--- config.mk ---
export PLATFORM = sky130hd
export DESIGN_NAME = led_strip_top
export DESIGN_NICKNAME = d
export VERILOG_FILES = /design/src/hw/led_pkg.sv /design/src/hw/bitstream_builder.sv /design/src/hw/frame_ram.sv /design/src/hw/led_strip_top.sv /design/src/hw/spi_byte_receiver.sv /design/src/hw/ws2812b_parallel_out.sv
export SDC_FILE = /design/constraint.sdc
export NUM_CORES = 1
export LEC_CHECK = 0
export ABC_AREA = 1
export BUFFER_PORTS_ARGS = -buffer_cell sky130_fd_sc_hd__buf_2
export CORE_AREA = 4 4 205 207
export DETAILED_ROUTE_END_ITERATION = 6
export DIE_AREA = 0 0 209 211
export GPL_ROUTABILITY_DRIVEN = 1
export GPL_TIMING_DRIVEN = 0
export PLACE_DENSITY = 0.72
export SLEW_MARGIN = 30
export SYNTH_ARGS = -nofsm -noshare
export SYNTH_HDL_FRONTEND = slang
export SYNTH_HIERARCHICAL = 1
export SYNTH_SLANG_ARGS = --single-unit
--- constraint.sdc ---
create_clock -name clk -period 3 [get_ports clk]
set_input_delay 0.6 -clock clk [delete_from_list [all_inputs] [get_ports clk]]
set_output_delay 0.6 -clock clk [all_outputs]
set_load 0.02 [all_outputs]
--- src/hw/led_pkg.sv ---
`default_nettype none

package led_pkg;

    // strip geometry
    // number of parallel strips driven in lockstep
    localparam int STRIPE_COUNT = 3;
    // leds on each strip
    localparam int LED_COUNT = 2;
    // colour bytes per led, sent green, red, blue
    localparam int BYTES_PER_LED = 3;

    // frame memory sizing
    // one byte per colour, per led, per strip
    localparam int FRAME_BYTES = STRIPE_COUNT * LED_COUNT * BYTES_PER_LED;
    localparam int RAM_ADDR_WIDTH = $clog2(FRAME_BYTES);

    // one bitstream word holds one led position of every strip
    // strip 0 sits in the top 24 bits
    localparam int LED_BITS = STRIPE_COUNT * BYTES_PER_LED * 8;

    // ws2812b pulse timing in clock cycles
    // high time of a 0 bit
    localparam int CYCLES_SHORT = 3;
    // high time of a 1 bit
    localparam int CYCLES_LONG = 6;
    // full bit period, high plus low
    localparam int CYCLES_BIT = CYCLES_SHORT + CYCLES_LONG;

    // refresh period, the idle tail doubles as ws2812b reset
    localparam int FRAME_CYCLES = 1000;

endpackage

`default_nettype wire

--- src/hw/bitstream_builder.sv ---
`timescale 1ns/1ps
`default_nettype none

module bitstream_builder (
    input  logic                               clk,
    input  logic                               resetn,
    output logic [led_pkg::RAM_ADDR_WIDTH-1:0] rd_addr,
    input  logic [7:0]                         rd_data,
    output logic [led_pkg::LED_BITS-1:0]       bitstream,
    output logic                               bitstream_available,
    input  logic                               bitstream_read
);

    logic [$clog2(led_pkg::FRAME_CYCLES)-1:0]                      frame_cnt;
    logic                                                          frame_tick;
    logic                                                          busy;
    logic [$clog2(led_pkg::LED_COUNT)-1:0]                         led_idx;
    logic [$clog2(led_pkg::STRIPE_COUNT*led_pkg::BYTES_PER_LED)-1:0] byte_idx;
    logic                                                          rd_pending;
    logic                                                          data_valid;
    logic                                                          data_last;
    logic                                                          staged;
    logic [led_pkg::LED_BITS-1:0]                                  staging;
    logic [led_pkg::LED_BITS-1:0]                                  word_next;
    logic                                                          start;
    logic                                                          load_out;

    assign frame_tick = (frame_cnt == led_pkg::FRAME_CYCLES - 1);
    // ticks during a running frame are ignored
    assign start      = frame_tick && !busy;
    // bytes arrive in address order, so strip 0 green ends up on top
    assign word_next  = {staging[led_pkg::LED_BITS-9:0], rd_data};
    // last byte may bypass staging when the output is free
    assign load_out   = !bitstream_available && (staged || data_last);

    // frame timer, free running from reset release
    always_ff @(posedge clk) begin
        if (!resetn) begin
            frame_cnt <= '0;
        end else if (frame_tick) begin
            frame_cnt <= '0;
        end else begin
            frame_cnt <= frame_cnt + 1'b1;
        end
    end

    // read sequencer and output handshake
    always_ff @(posedge clk) begin
        if (!resetn) begin
            busy                <= 1'b0;
            led_idx             <= '0;
            byte_idx            <= '0;
            rd_addr             <= '0;
            rd_pending          <= 1'b0;
            data_valid          <= 1'b0;
            data_last           <= 1'b0;
            staged              <= 1'b0;
            bitstream_available <= 1'b0;
        end else begin
            // ram latency of one cycle
            data_valid <= rd_pending;
            data_last  <= rd_pending &&
                          (byte_idx == led_pkg::STRIPE_COUNT * led_pkg::BYTES_PER_LED - 1);
            if (start) begin
                busy       <= 1'b1;
                led_idx    <= '0;
                byte_idx   <= '0;
                rd_addr    <= '0;
                rd_pending <= 1'b1;
            end else if (rd_pending) begin
                // leds are contiguous in memory, address just counts up
                if (byte_idx == led_pkg::STRIPE_COUNT * led_pkg::BYTES_PER_LED - 1) begin
                    rd_pending <= 1'b0;
                end else begin
                    byte_idx <= byte_idx + 1'b1;
                    rd_addr  <= rd_addr + 1'b1;
                end
            end else if (load_out) begin
                if (led_idx == led_pkg::LED_COUNT - 1) begin
                    // frame done, wait for next tick
                    busy    <= 1'b0;
                    led_idx <= '0;
                end else begin
                    // read ahead for the next led position
                    led_idx    <= led_idx + 1'b1;
                    byte_idx   <= '0;
                    rd_addr    <= rd_addr + 1'b1;
                    rd_pending <= 1'b1;
                end
            end
            if (load_out) begin
                bitstream_available <= 1'b1;
                staged              <= 1'b0;
            end else begin
                if (bitstream_read) begin
                    bitstream_available <= 1'b0;
                end
                // output still busy, park the word
                if (data_last) begin
                    staged <= 1'b1;
                end
            end
        end
    end

    // staging and output word
    always_ff @(posedge clk) begin
        if (data_valid) begin
            staging <= word_next;
        end
        if (load_out) begin
            bitstream <= staged ? staging : word_next;
        end
    end

endmodule

`default_nettype wire

--- src/hw/frame_ram.sv ---
`timescale 1ns/1ps
`default_nettype none

module frame_ram (
    input  logic                               clk,
    input  logic                               wr_en,
    input  logic [led_pkg::RAM_ADDR_WIDTH-1:0] wr_addr,
    input  logic [7:0]                         wr_data,
    input  logic [led_pkg::RAM_ADDR_WIDTH-1:0] rd_addr,
    output logic [7:0]                         rd_data
);

    // one byte per colour of every led of every strip
    logic [7:0] mem [0:led_pkg::FRAME_BYTES-1];

    // write from spi side, registered read for the builder
    always_ff @(posedge clk) begin
        if (wr_en) begin
            mem[wr_addr] <= wr_data;
        end
        // data shows up one cycle after the address
        rd_data <= mem[rd_addr];
    end

endmodule

`default_nettype wire

--- src/hw/led_strip_top.sv ---
`timescale 1ns/1ps
`default_nettype none

module led_strip_top (
    input  logic                             clk,
    input  logic                             resetn,
    input  logic                             spi_clk,
    input  logic                             spi_mosi,
    input  logic                             spi_cs_n,
    output logic [led_pkg::STRIPE_COUNT-1:0] led_data
);

    // frame memory write port
    logic                               wr_en;
    logic [led_pkg::RAM_ADDR_WIDTH-1:0] wr_addr;
    logic [7:0]                         wr_data;
    // frame memory read port
    logic [led_pkg::RAM_ADDR_WIDTH-1:0] rd_addr;
    logic [7:0]                         rd_data;
    // builder to serializer
    logic [led_pkg::LED_BITS-1:0]       bitstream;
    logic                               bitstream_available;
    logic                               bitstream_read;

    spi_byte_receiver u_spi_rx (
        .clk      (clk),
        .resetn   (resetn),
        .spi_clk  (spi_clk),
        .spi_mosi (spi_mosi),
        .spi_cs_n (spi_cs_n),
        .wr_en    (wr_en),
        .wr_addr  (wr_addr),
        .wr_data  (wr_data)
    );

    frame_ram u_frame_ram (
        .clk     (clk),
        .wr_en   (wr_en),
        .wr_addr (wr_addr),
        .wr_data (wr_data),
        .rd_addr (rd_addr),
        .rd_data (rd_data)
    );

    bitstream_builder u_builder (
        .clk                 (clk),
        .resetn              (resetn),
        .rd_addr             (rd_addr),
        .rd_data             (rd_data),
        .bitstream           (bitstream),
        .bitstream_available (bitstream_available),
        .bitstream_read      (bitstream_read)
    );

    ws2812b_parallel_out u_ws_out (
        .clk                 (clk),
        .resetn              (resetn),
        .bitstream           (bitstream),
        .bitstream_available (bitstream_available),
        .bitstream_read      (bitstream_read),
        .led_data            (led_data)
    );

endmodule

`default_nettype wire

--- src/hw/spi_byte_receiver.sv ---
`timescale 1ns/1ps
`default_nettype none

module spi_byte_receiver (
    input  logic                               clk,
    input  logic                               resetn,
    input  logic                               spi_clk,
    input  logic                               spi_mosi,
    input  logic                               spi_cs_n,
    output logic                               wr_en,
    output logic [led_pkg::RAM_ADDR_WIDTH-1:0] wr_addr,
    output logic [7:0]                         wr_data
);

    // two-flop synchronizers plus one history flop for edge detection
    logic       spi_clk_meta;
    logic       spi_clk_sync;
    logic       spi_clk_prev;
    logic       cs_meta;
    logic       cs_sync;
    logic       cs_prev;
    logic       mosi_meta;
    logic       mosi_sync;
    logic       mosi_q;
    logic       clk_rise;
    logic       clk_rise_q;
    logic       cs_fall;
    logic       cs_rise;
    logic [2:0] bit_cnt;
    logic [7:0] shift_reg;
    logic       byte_done;

    assign clk_rise = spi_clk_sync & ~spi_clk_prev;
    assign cs_fall  = ~cs_sync & cs_prev;
    assign cs_rise  = cs_sync & ~cs_prev;

    // pin synchronizers, idle levels on reset
    always_ff @(posedge clk) begin
        if (!resetn) begin
            spi_clk_meta <= 1'b0;
            spi_clk_sync <= 1'b0;
            spi_clk_prev <= 1'b0;
            cs_meta      <= 1'b1;
            cs_sync      <= 1'b1;
            cs_prev      <= 1'b1;
            clk_rise_q   <= 1'b0;
        end else begin
            spi_clk_meta <= spi_clk;
            spi_clk_sync <= spi_clk_meta;
            spi_clk_prev <= spi_clk_sync;
            cs_meta      <= spi_cs_n;
            cs_sync      <= cs_meta;
            cs_prev      <= cs_sync;
            // mode 0 sample point, only inside a chip-select frame
            clk_rise_q   <= clk_rise & ~cs_sync;
        end
    end

    // mosi path, mosi_q lines up with clk_rise_q
    always_ff @(posedge clk) begin
        mosi_meta <= spi_mosi;
        mosi_sync <= mosi_meta;
        mosi_q    <= mosi_sync;
        if (clk_rise_q) begin
            // msb first
            shift_reg <= {shift_reg[6:0], mosi_q};
        end
        if (byte_done) begin
            wr_data <= shift_reg;
        end
    end

    // bit counter and write sequencing
    always_ff @(posedge clk) begin
        if (!resetn) begin
            bit_cnt   <= '0;
            byte_done <= 1'b0;
            wr_en     <= 1'b0;
            wr_addr   <= '0;
        end else begin
            byte_done <= 1'b0;
            // either cs edge drops any partial byte
            if (cs_fall || cs_rise) begin
                bit_cnt <= '0;
            end else if (clk_rise_q) begin
                bit_cnt   <= bit_cnt + 1'b1;
                byte_done <= (bit_cnt == 3'd7);
            end
            // surplus bytes past the frame are dropped
            wr_en <= byte_done && (wr_addr < led_pkg::FRAME_BYTES);
            // new frame restarts at address 0
            if (cs_fall) begin
                wr_addr <= '0;
            end else if (wr_en) begin
                wr_addr <= wr_addr + 1'b1;
            end
        end
    end

endmodule

`default_nettype wire

--- src/hw/ws2812b_parallel_out.sv ---
`timescale 1ns/1ps
`default_nettype none

module ws2812b_parallel_out (
    input  logic                             clk,
    input  logic                             resetn,
    input  logic [led_pkg::LED_BITS-1:0]     bitstream,
    input  logic                             bitstream_available,
    output logic                             bitstream_read,
    output logic [led_pkg::STRIPE_COUNT-1:0] led_data
);

    logic [led_pkg::LED_BITS-1:0]                  word_q;
    logic                                          active;
    logic [$clog2(led_pkg::BYTES_PER_LED*8)-1:0]   bit_pos;
    logic [$clog2(led_pkg::CYCLES_BIT)-1:0]        cyc_cnt;
    logic [led_pkg::STRIPE_COUNT-1:0]              cur_bit;
    logic [led_pkg::STRIPE_COUNT-1:0]              pulse_high;
    logic                                          bit_end;
    logic                                          word_end;
    logic                                          take_word;

    assign bit_end   = (cyc_cnt == led_pkg::CYCLES_BIT - 1);
    assign word_end  = active && bit_end && (bit_pos == led_pkg::BYTES_PER_LED * 8 - 1);
    // fetch when idle or seamlessly at the end of the last bit
    assign take_word = bitstream_available && (!active || word_end);

    // the whole word shifts left, so each field's top bit is the current one
    always_comb begin
        for (int s = 0; s < led_pkg::STRIPE_COUNT; s++) begin
            cur_bit[s]    = word_q[led_pkg::LED_BITS - 1 - s * led_pkg::BYTES_PER_LED * 8];
            pulse_high[s] = cur_bit[s] ? (cyc_cnt < led_pkg::CYCLES_LONG)
                                       : (cyc_cnt < led_pkg::CYCLES_SHORT);
        end
    end

    // bit timing and handshake
    always_ff @(posedge clk) begin
        if (!resetn) begin
            active         <= 1'b0;
            bit_pos        <= '0;
            cyc_cnt        <= '0;
            bitstream_read <= 1'b0;
            led_data       <= '0;
        end else begin
            // one cycle strobe per latched word
            bitstream_read <= take_word;
            // registered outputs, all strips switch on the same edge
            led_data       <= active ? pulse_high : '0;
            if (take_word) begin
                active  <= 1'b1;
                bit_pos <= '0;
                cyc_cnt <= '0;
            end else if (word_end) begin
                // nothing queued, line idles low
                active  <= 1'b0;
                cyc_cnt <= '0;
            end else if (active) begin
                if (bit_end) begin
                    cyc_cnt <= '0;
                    bit_pos <= bit_pos + 1'b1;
                end else begin
                    cyc_cnt <= cyc_cnt + 1'b1;
                end
            end
        end
    end

    // word register
    always_ff @(posedge clk) begin
        if (take_word) begin
            word_q <= bitstream;
        end else if (active && bit_end) begin
            word_q <= word_q << 1;
        end
    end

endmodule

`default_nettype wire

==> results of run 1 <==
-- synth_stat cells, drive strengths merged --
cell / count / share of area (%)
a21oi: 24 / 0.88
xor2: 4 / 0.20
inv: 151 / 3.2
nor2: 90 / 1.9
o21ai: 17 / 0.54
nand2: 610 / 13
o22ai: 1 / 0.035
dfxtp: 68 / 7.6
buf: 48 / 1.7
ha: 11 / 0.77
edfxtp: 376 / 63
nand4: 7 / 0.36
or2: 2 / 0.070
clkbuf: 20 / 0.42
or3: 1 / 0.035
clkinv: 1 / 0.021
nor3b: 2 / 0.084
a211oi: 3 / 0.13
a21boi: 1 / 0.042
xnor2: 7 / 0.34
nand3: 200 / 5.6
nor3: 2 / 0.056
o211ai: 1 / 0.042
-- how the worst max path moves through the flow --
stage / end / slack, ps / depth (start not counted)
2_1_floorplan: u_ws_out/word_q[0] / 410 / 8
3_3_place_gp: u_ws_out/word_q[17] / -430 / 8
3_5_place_dp: u_ws_out/word_q[17] / 80 / 9
4_1_cts: u_ws_out/word_q[17] / 90 / 9
5_1_grt: u_ws_out/word_q[17] / 6 / 9
6_report: u_ws_out/word_q[21] / 210 / 9
-- area by class of cell --
type / instances / share of cell area, %
Clock inverter: 22 / 1.02
Multi-Input combinational cell: 983 / 21.4
Inverter: 152 / 2.88
Tap cell: 532 / 3.30
Sequential cell: 444 / 62.7
Clock buffer: 58 / 6.33
Timing Repair Buffer: 10 / 0.471
Buffer: 68 / 1.92
-- metal layers --
layer / wire length (um) / vias to the layer above
li1: - / 5566
met1: 14600 / 5414
met2: 17400 / 305
met3: 1770 / 75
met4: 1210 / 0
met5: 0 / -
-- power breakdown --
group / internal, mW / switching (mW) / total, mW
logic: 0.0112 / 0.0238 / 0.0350
registers: 6.60 / 0.00510 / 6.60
clock network: 3.27 / 2.27 / 5.54
total: 9.88 / 2.30 / 12.2
-- cells by family (layout without fill, tap and decap cells) --
family                   count (synthesis)  in the layout  share of synthesized area (%)
AND/OR/NAND/NOR                        914            914                           21.1
flip-flops                             444            444                           70.6
buffers and inverters                  220            310                           5.39
AO/OA/AOI/OAI                           47             47                           1.66
adder cells (fa/ha/maj)                 11             11                          0.768
XOR/XNOR                                11             11                          0.537
-- worst max-delay path, delay by kind of cell, from the launching register on --
kind / cells / cell delay [ps]
buf+inv: 3 / 710
simple gates: 4 / 690
flops: 1 / 390
compound gates: 1 / 380
fa+ha+maj: 1 / 250
-- through the flow --
stage / hold slack (ps) / instances / util, %
6_report: 147 / 2269 / 50.0
5_1_grt: 125 / 2269 / 50.0
3_5_place_dp: 321 / 2189 / 46.3
2_1_floorplan: 310 / 1647 / -
4_1_cts: 125 / 2269 / 50.0
3_3_place_gp: 319 / 2186 / 46.1
==> impl_metrics.csv, run 1 <==
group,metric,value,unit
grt,use_met3,2.26,%
grt,grt_max_degree,43,
flow_run,maxCapViolCount,0,
cells_and_area,final-seq-area,0.0127,sq mm
cts,htreeDepth,2,
sta,finalCritPeriodShare,93.0,%
synthesis,synth_area_per_cell,10.9,sq um
sta,fin_skew,23.4,ps
place,port_buffers,7,
synthesis,synth_nets,1663,
cts,hold_buffers,0,
setup_path,crit_path_start_kind,"flop",
place,hpwlAfterDp,22800,um
pwr,p_per_area,603,mW/mm^2
cts,clkSlewWorstSetupHoldPaths,60,ps
die,rows,74,
setup_path,ff2ff_setup_slack,210,ps
setup_path,rr_worst_depth,9,
routing,wl_per_cell,15.4,um
cts,cts_tree,"built",
setup_path,r2r-end,"u_ws_out/word_q[21]",
min_path,hold_path_depth,1,
routing,ant_nets,0,
setup_path,slowest_delay,390,ps
setup_path,crit_type,"reg -> reg",
routing,drtIter0Drc,1080,
pwr,irDropWorstVdd,0.397,mV
setup_path,arrival,3020,ps
cells_and_area,multi_input_area,0.00432,sq mm
grt,grt-ovfl-total,0,
routing,drc,0,
grt,grtUsageMet2,26.9,%
cells_and_area,largest_reg_flops,144,
min_path,hold_path_end,"u_spi_rx/mosi_meta",
place,pre_cts_slack,81.5,ps
cells_and_area,nets,1718,
sta,fin_setup_tns,0,ps
cts,clock_sinks,444,
grt,antenna_found_initial,1,
synthesis,synth_cells,1647,
min_path,worstHoldPathType,"in -> reg",
cells_and_area,stdcell_area,0.0202,sq mm
cts,insertion_delay,550,ps
min_path,hp-start,"spi_mosi",
die,dieArea,0.0441,sq mm
cts,cts_setup_buffers,0,
sta,worstMarginPinSlew,838,ps
die,initial_core_util,44.4,%
cts,cts_buffers,43,
synthesis,ys_seq_area_share,70.6,%
sta,final-setup-viol-count,0,
grt,gr-usage-met1,20.5,%
routing,num_vias,11400,
routing,via_per_inst,5.01,
cts,post_cts_resize_count,0,
cells_and_area,final_cell_mix,"nand2_1, edfxtp_1, nand3_1",
setup_path,endpoint_kind,"flop",
place,placed_cell_area,0.0187,sq mm
synthesis,syn_area,0.0179,sq mm
die,pin_count,8,
place,place_congestion,0.864,
cells_and_area,antennaDiodeCount,0,
sta,final_max_slew_viol_count,0,
die,die_height,211,um
setup_path,cp-startpoint,"u_ws_out/bit_pos[0]",
run_status,status,"complete, no violations",
sta,min_period,2790,ps
sta,layout_setup_ws,211,ps
cts,root_buffer,"clkbuf_16",
routing,drt_pass1_iterations,5,
cells_and_area,syn_to_final_growth,12.6,%
cells_and_area,fill_cells,3502,
sta,hold_viol_final,0,
die,core-area,0.0404,sq mm
sta,rsz0062_at_grt,"false",
grt,top_usage_layer,"met2",
setup_path,path_cells,"ha_1 > nand2_1 > clkinv_1 > nand2_1 > o21ai_4 > nand2_2 > clkbuf_1 > nand2_8 > buf_12",
routing,drt-total-wl,35000,um
synthesis,synthDistinctLibCells,36,
cells_and_area,largest_register,"u_frame_ram/mem",
setup_path,cp_max_fo,42,
synthesis,ys_seq_elements,444,
cts,cts.path.max_buffers,3,
synthesis,ys_warn_count,6,
sta,relSlewSlack,43.9,%
pwr,leakage,7.87,nW
sta,fmax,0.359,GHz
setup_path,crit_top_cell,"nand2_1",
grt,grt_usage,15.7,%
pwr,total_power,12.2,mW
setup_path,cp.required,3230,ps
setup_path,slowest_stage,"dfxtp_1",
die,die-width,209,um
setup_path,r2r-start,"u_ws_out/bit_pos[0]",
cells_and_area,drive_gt1_share,9.44,%
cells_and_area,layout_commonest_cell,"nand2_1",
grt,grt_pass1_vias,11000,
grt,grt_pass1_wl,56500,um
No activity file was read; power rests on OpenSTA's default activity.
==> run 2, diff against run 1 <==
--- a/config.mk
+++ b/config.mk
@@ -8,6 +8,7 @@
 export ABC_AREA = 1
 export BUFFER_PORTS_ARGS = -buffer_cell sky130_fd_sc_hd__buf_2
 export CORE_AREA = 4 4 205 207
+export CTS_CLUSTER_DIAMETER = 120
 export DETAILED_ROUTE_END_ITERATION = 6
 export DIE_AREA = 0 0 209 211
 export GPL_ROUTABILITY_DRIVEN = 1
==> constraint.sdc (replaced) <==
create_clock -name clk -period 2.3 [get_ports clk]
set_input_delay 0.46 -clock clk [delete_from_list [all_inputs] [get_ports clk]]
set_output_delay 0.46 -clock clk [all_outputs]
set_load 0.02 [all_outputs]
==> impl_metrics.csv, run 2 (synthesis results as in run 1) <==
group,metric,value,unit
setup_path,endpoint_kind,"flop",
cells_and_area,nets,1727,
min_path,hp-start,"spi_cs_n",
setup_path,arrival,2450,ps
cells_and_area,drive_gt1_share,9.90,%
cells_and_area,stdcell_area,0.0203,sq mm
sta,rsz0062_at_grt,"false",
routing,route.met3.wl,1850,um
place,place_congestion,0.866,
run_status,status,"complete, no violations",
die,initial_core_util,44.4,%
setup_path,crit_type,"reg -> reg",
sta,finalCritPeriodShare,92.9,%
sta,final_max_slew_viol_count,0,
cells_and_area,antennaDiodeCount,0,
cts,htreeDepth,2,
place,port_buffers,7,
flow_run,maxCapViolCount,0,
cts,cts.path.max_buffers,3,
die,rows,74,
setup_path,cp-startpoint,"u_ws_out/bit_pos[0]",
grt,antenna_found_initial,0,
sta,hold_viol_final,0,
min_path,worstHoldPathType,"in -> reg",
grt,grt_pass1_wl,57000,um
cells_and_area,largest_register,"u_frame_ram/mem",
routing,ant_nets,0,
routing,drt-met1-wl,14700,um
cts,root_buffer,"clkbuf_16",
cells_and_area,fill_cells,3502,
grt,grt_usage,15.9,%
sta,final-setup-viol-count,0,
sta,whs,86.6,ps
cts,cts_buffers,44,
sta,fin_setup_tns,0,ps
sta,relSlewSlack,43.8,%
sta,fin_skew,38.8,ps
cts,insertion_delay,570,ps
routing,drt-total-wl,35300,um
cts,clkSlewWorstSetupHoldPaths,60,ps
cts,cts_tree,"built",
cells_and_area,final_cell_mix,"nand2_1, edfxtp_1, nand3_1",
die,die-width,209,um
routing,drc,0,
routing,top_layer_used,"met4",
routing,num_vias,11300,
min_path,hold_path_depth,2,
place,hpwlAfterDp,22400,um
pwr,irDropWorstVdd,0.654,mV
pwr,leakage,7.89,nW
sta,fmax,0.468,GHz
routing,via_per_inst,4.95,
die,dieArea,0.0441,sq mm
setup_path,cp_max_fo,10,
pwr,total_power,16.0,mW
cells_and_area,largest_reg_flops,144,
setup_path,rr_worst_depth,10,
setup_path,crit_path_start_kind,"flop",
die,pin_count,8,
die,die_height,211,um
routing,drt_pass1_iterations,5,
routing,wl_per_cell,15.5,um
sta,min_period,2140,ps
grt,grt-ovfl-total,0,
cells_and_area,post-route-util,50.4,%
grt,grt_max_degree,54,
sta,worstMarginPinSlew,843,ps
cells_and_area,layout_commonest_cell,"nand2_1",
cells_and_area,syn_to_final_growth,13.4,%
cts,clock_sinks,444,
pwr,p_per_area,785,mW/mm^2
grt,grt_pass1_vias,11000,
routing,wl_met2,17800,um
routing,drtIter0Drc,879,
setup_path,r2r-start,"u_ws_out/bit_pos[0]",
setup_path,cp.required,2610,ps
place,placed_cell_area,0.0187,sq mm
die,core-area,0.0404,sq mm
run 2: cell types whose count changed in the layout (fill, tap and decap cells not counted), moves of 2 or more:
cell        before  now
clkinv_4         0    4
clkbuf_1        25   22
clkinvlp_4       1   10
clkinv_1         2    5
clkinv_2        13    7
bufinv_16        3    5
nand2_8          1    4
clkbuf_8         6    0
buf_4            9   14
clkbuf_16       47   44
run 2: worst paths after layout:
kind / end / slack [ps]
setup reg to reg: u_ws_out/word_q[56] / 160
hold reg to reg: u_spi_rx/mosi_q / 330
setup / recovery: u_ws_out/word_q[56] / 160
hold / removal: u_spi_rx/cs_meta / 90
run 2: report_power, final:
part | internal [mW] | switching [mW]
clock | 4.16 | 3.13
combinational | 0.0159 | 0.0313
sequential | 8.61 | 0.00681
total | 12.8 | 3.17
run 2: per-layer routing:
metal | vias to the layer above | global-route usage (%)
met1 | 5313 | 20.5
li1 | 5585 | -
met2 | 320 | 28.1
met5 | - | 0
met3 | 67 | 2.30
met4 | 0 | 5.11
run 2: worst max-delay path: stages (launching register included):
cell and delay (ps):
dfxtp_1 390, ha_1 240, nand2_1 100, clkinv_1 70, nand2_1 100, o21ai_4 240, nand2_2 130, buf_2 270
buf_2 220, nand2_1 80, nand2_1 60
run 2: per-stage QoR:
stage / setup WS [ps] / instances
floorplan: 18.8 / 1647
global placement: -634 / 2186
detailed placement: -715 / 2189
CTS: 105 / 2279
global route: 2.26 / 2279
finish: 164 / 2279
run 2: final cells by class:
type	count	area [sq um]	share of cell area [%]
plain buffers	68	392	1.93
clock buffers	47	1110	5.47
clock inverters	35	393	1.93
inverters	152	582	2.86
multi-input cells	986	4380	21.6
flip-flops and latches	444	12700	62.3
well taps	532	666	3.27
repair buffers	15	143	0.702
run 2: repair_timing:
| action | 4_1_cts | 5_1_grt |
|---|---|---|
| hold buffers | 1 | 0 |
| endpoints found under the hold margin | 1 | 0 |
| pin swaps | 4 | 0 |
| gates cloned | 3 | 0 |
| setup endpoints to repair | 111 | 33 |
| gates resized for setup | 6 | 1 |
| setup buffers | 4 | 0 |
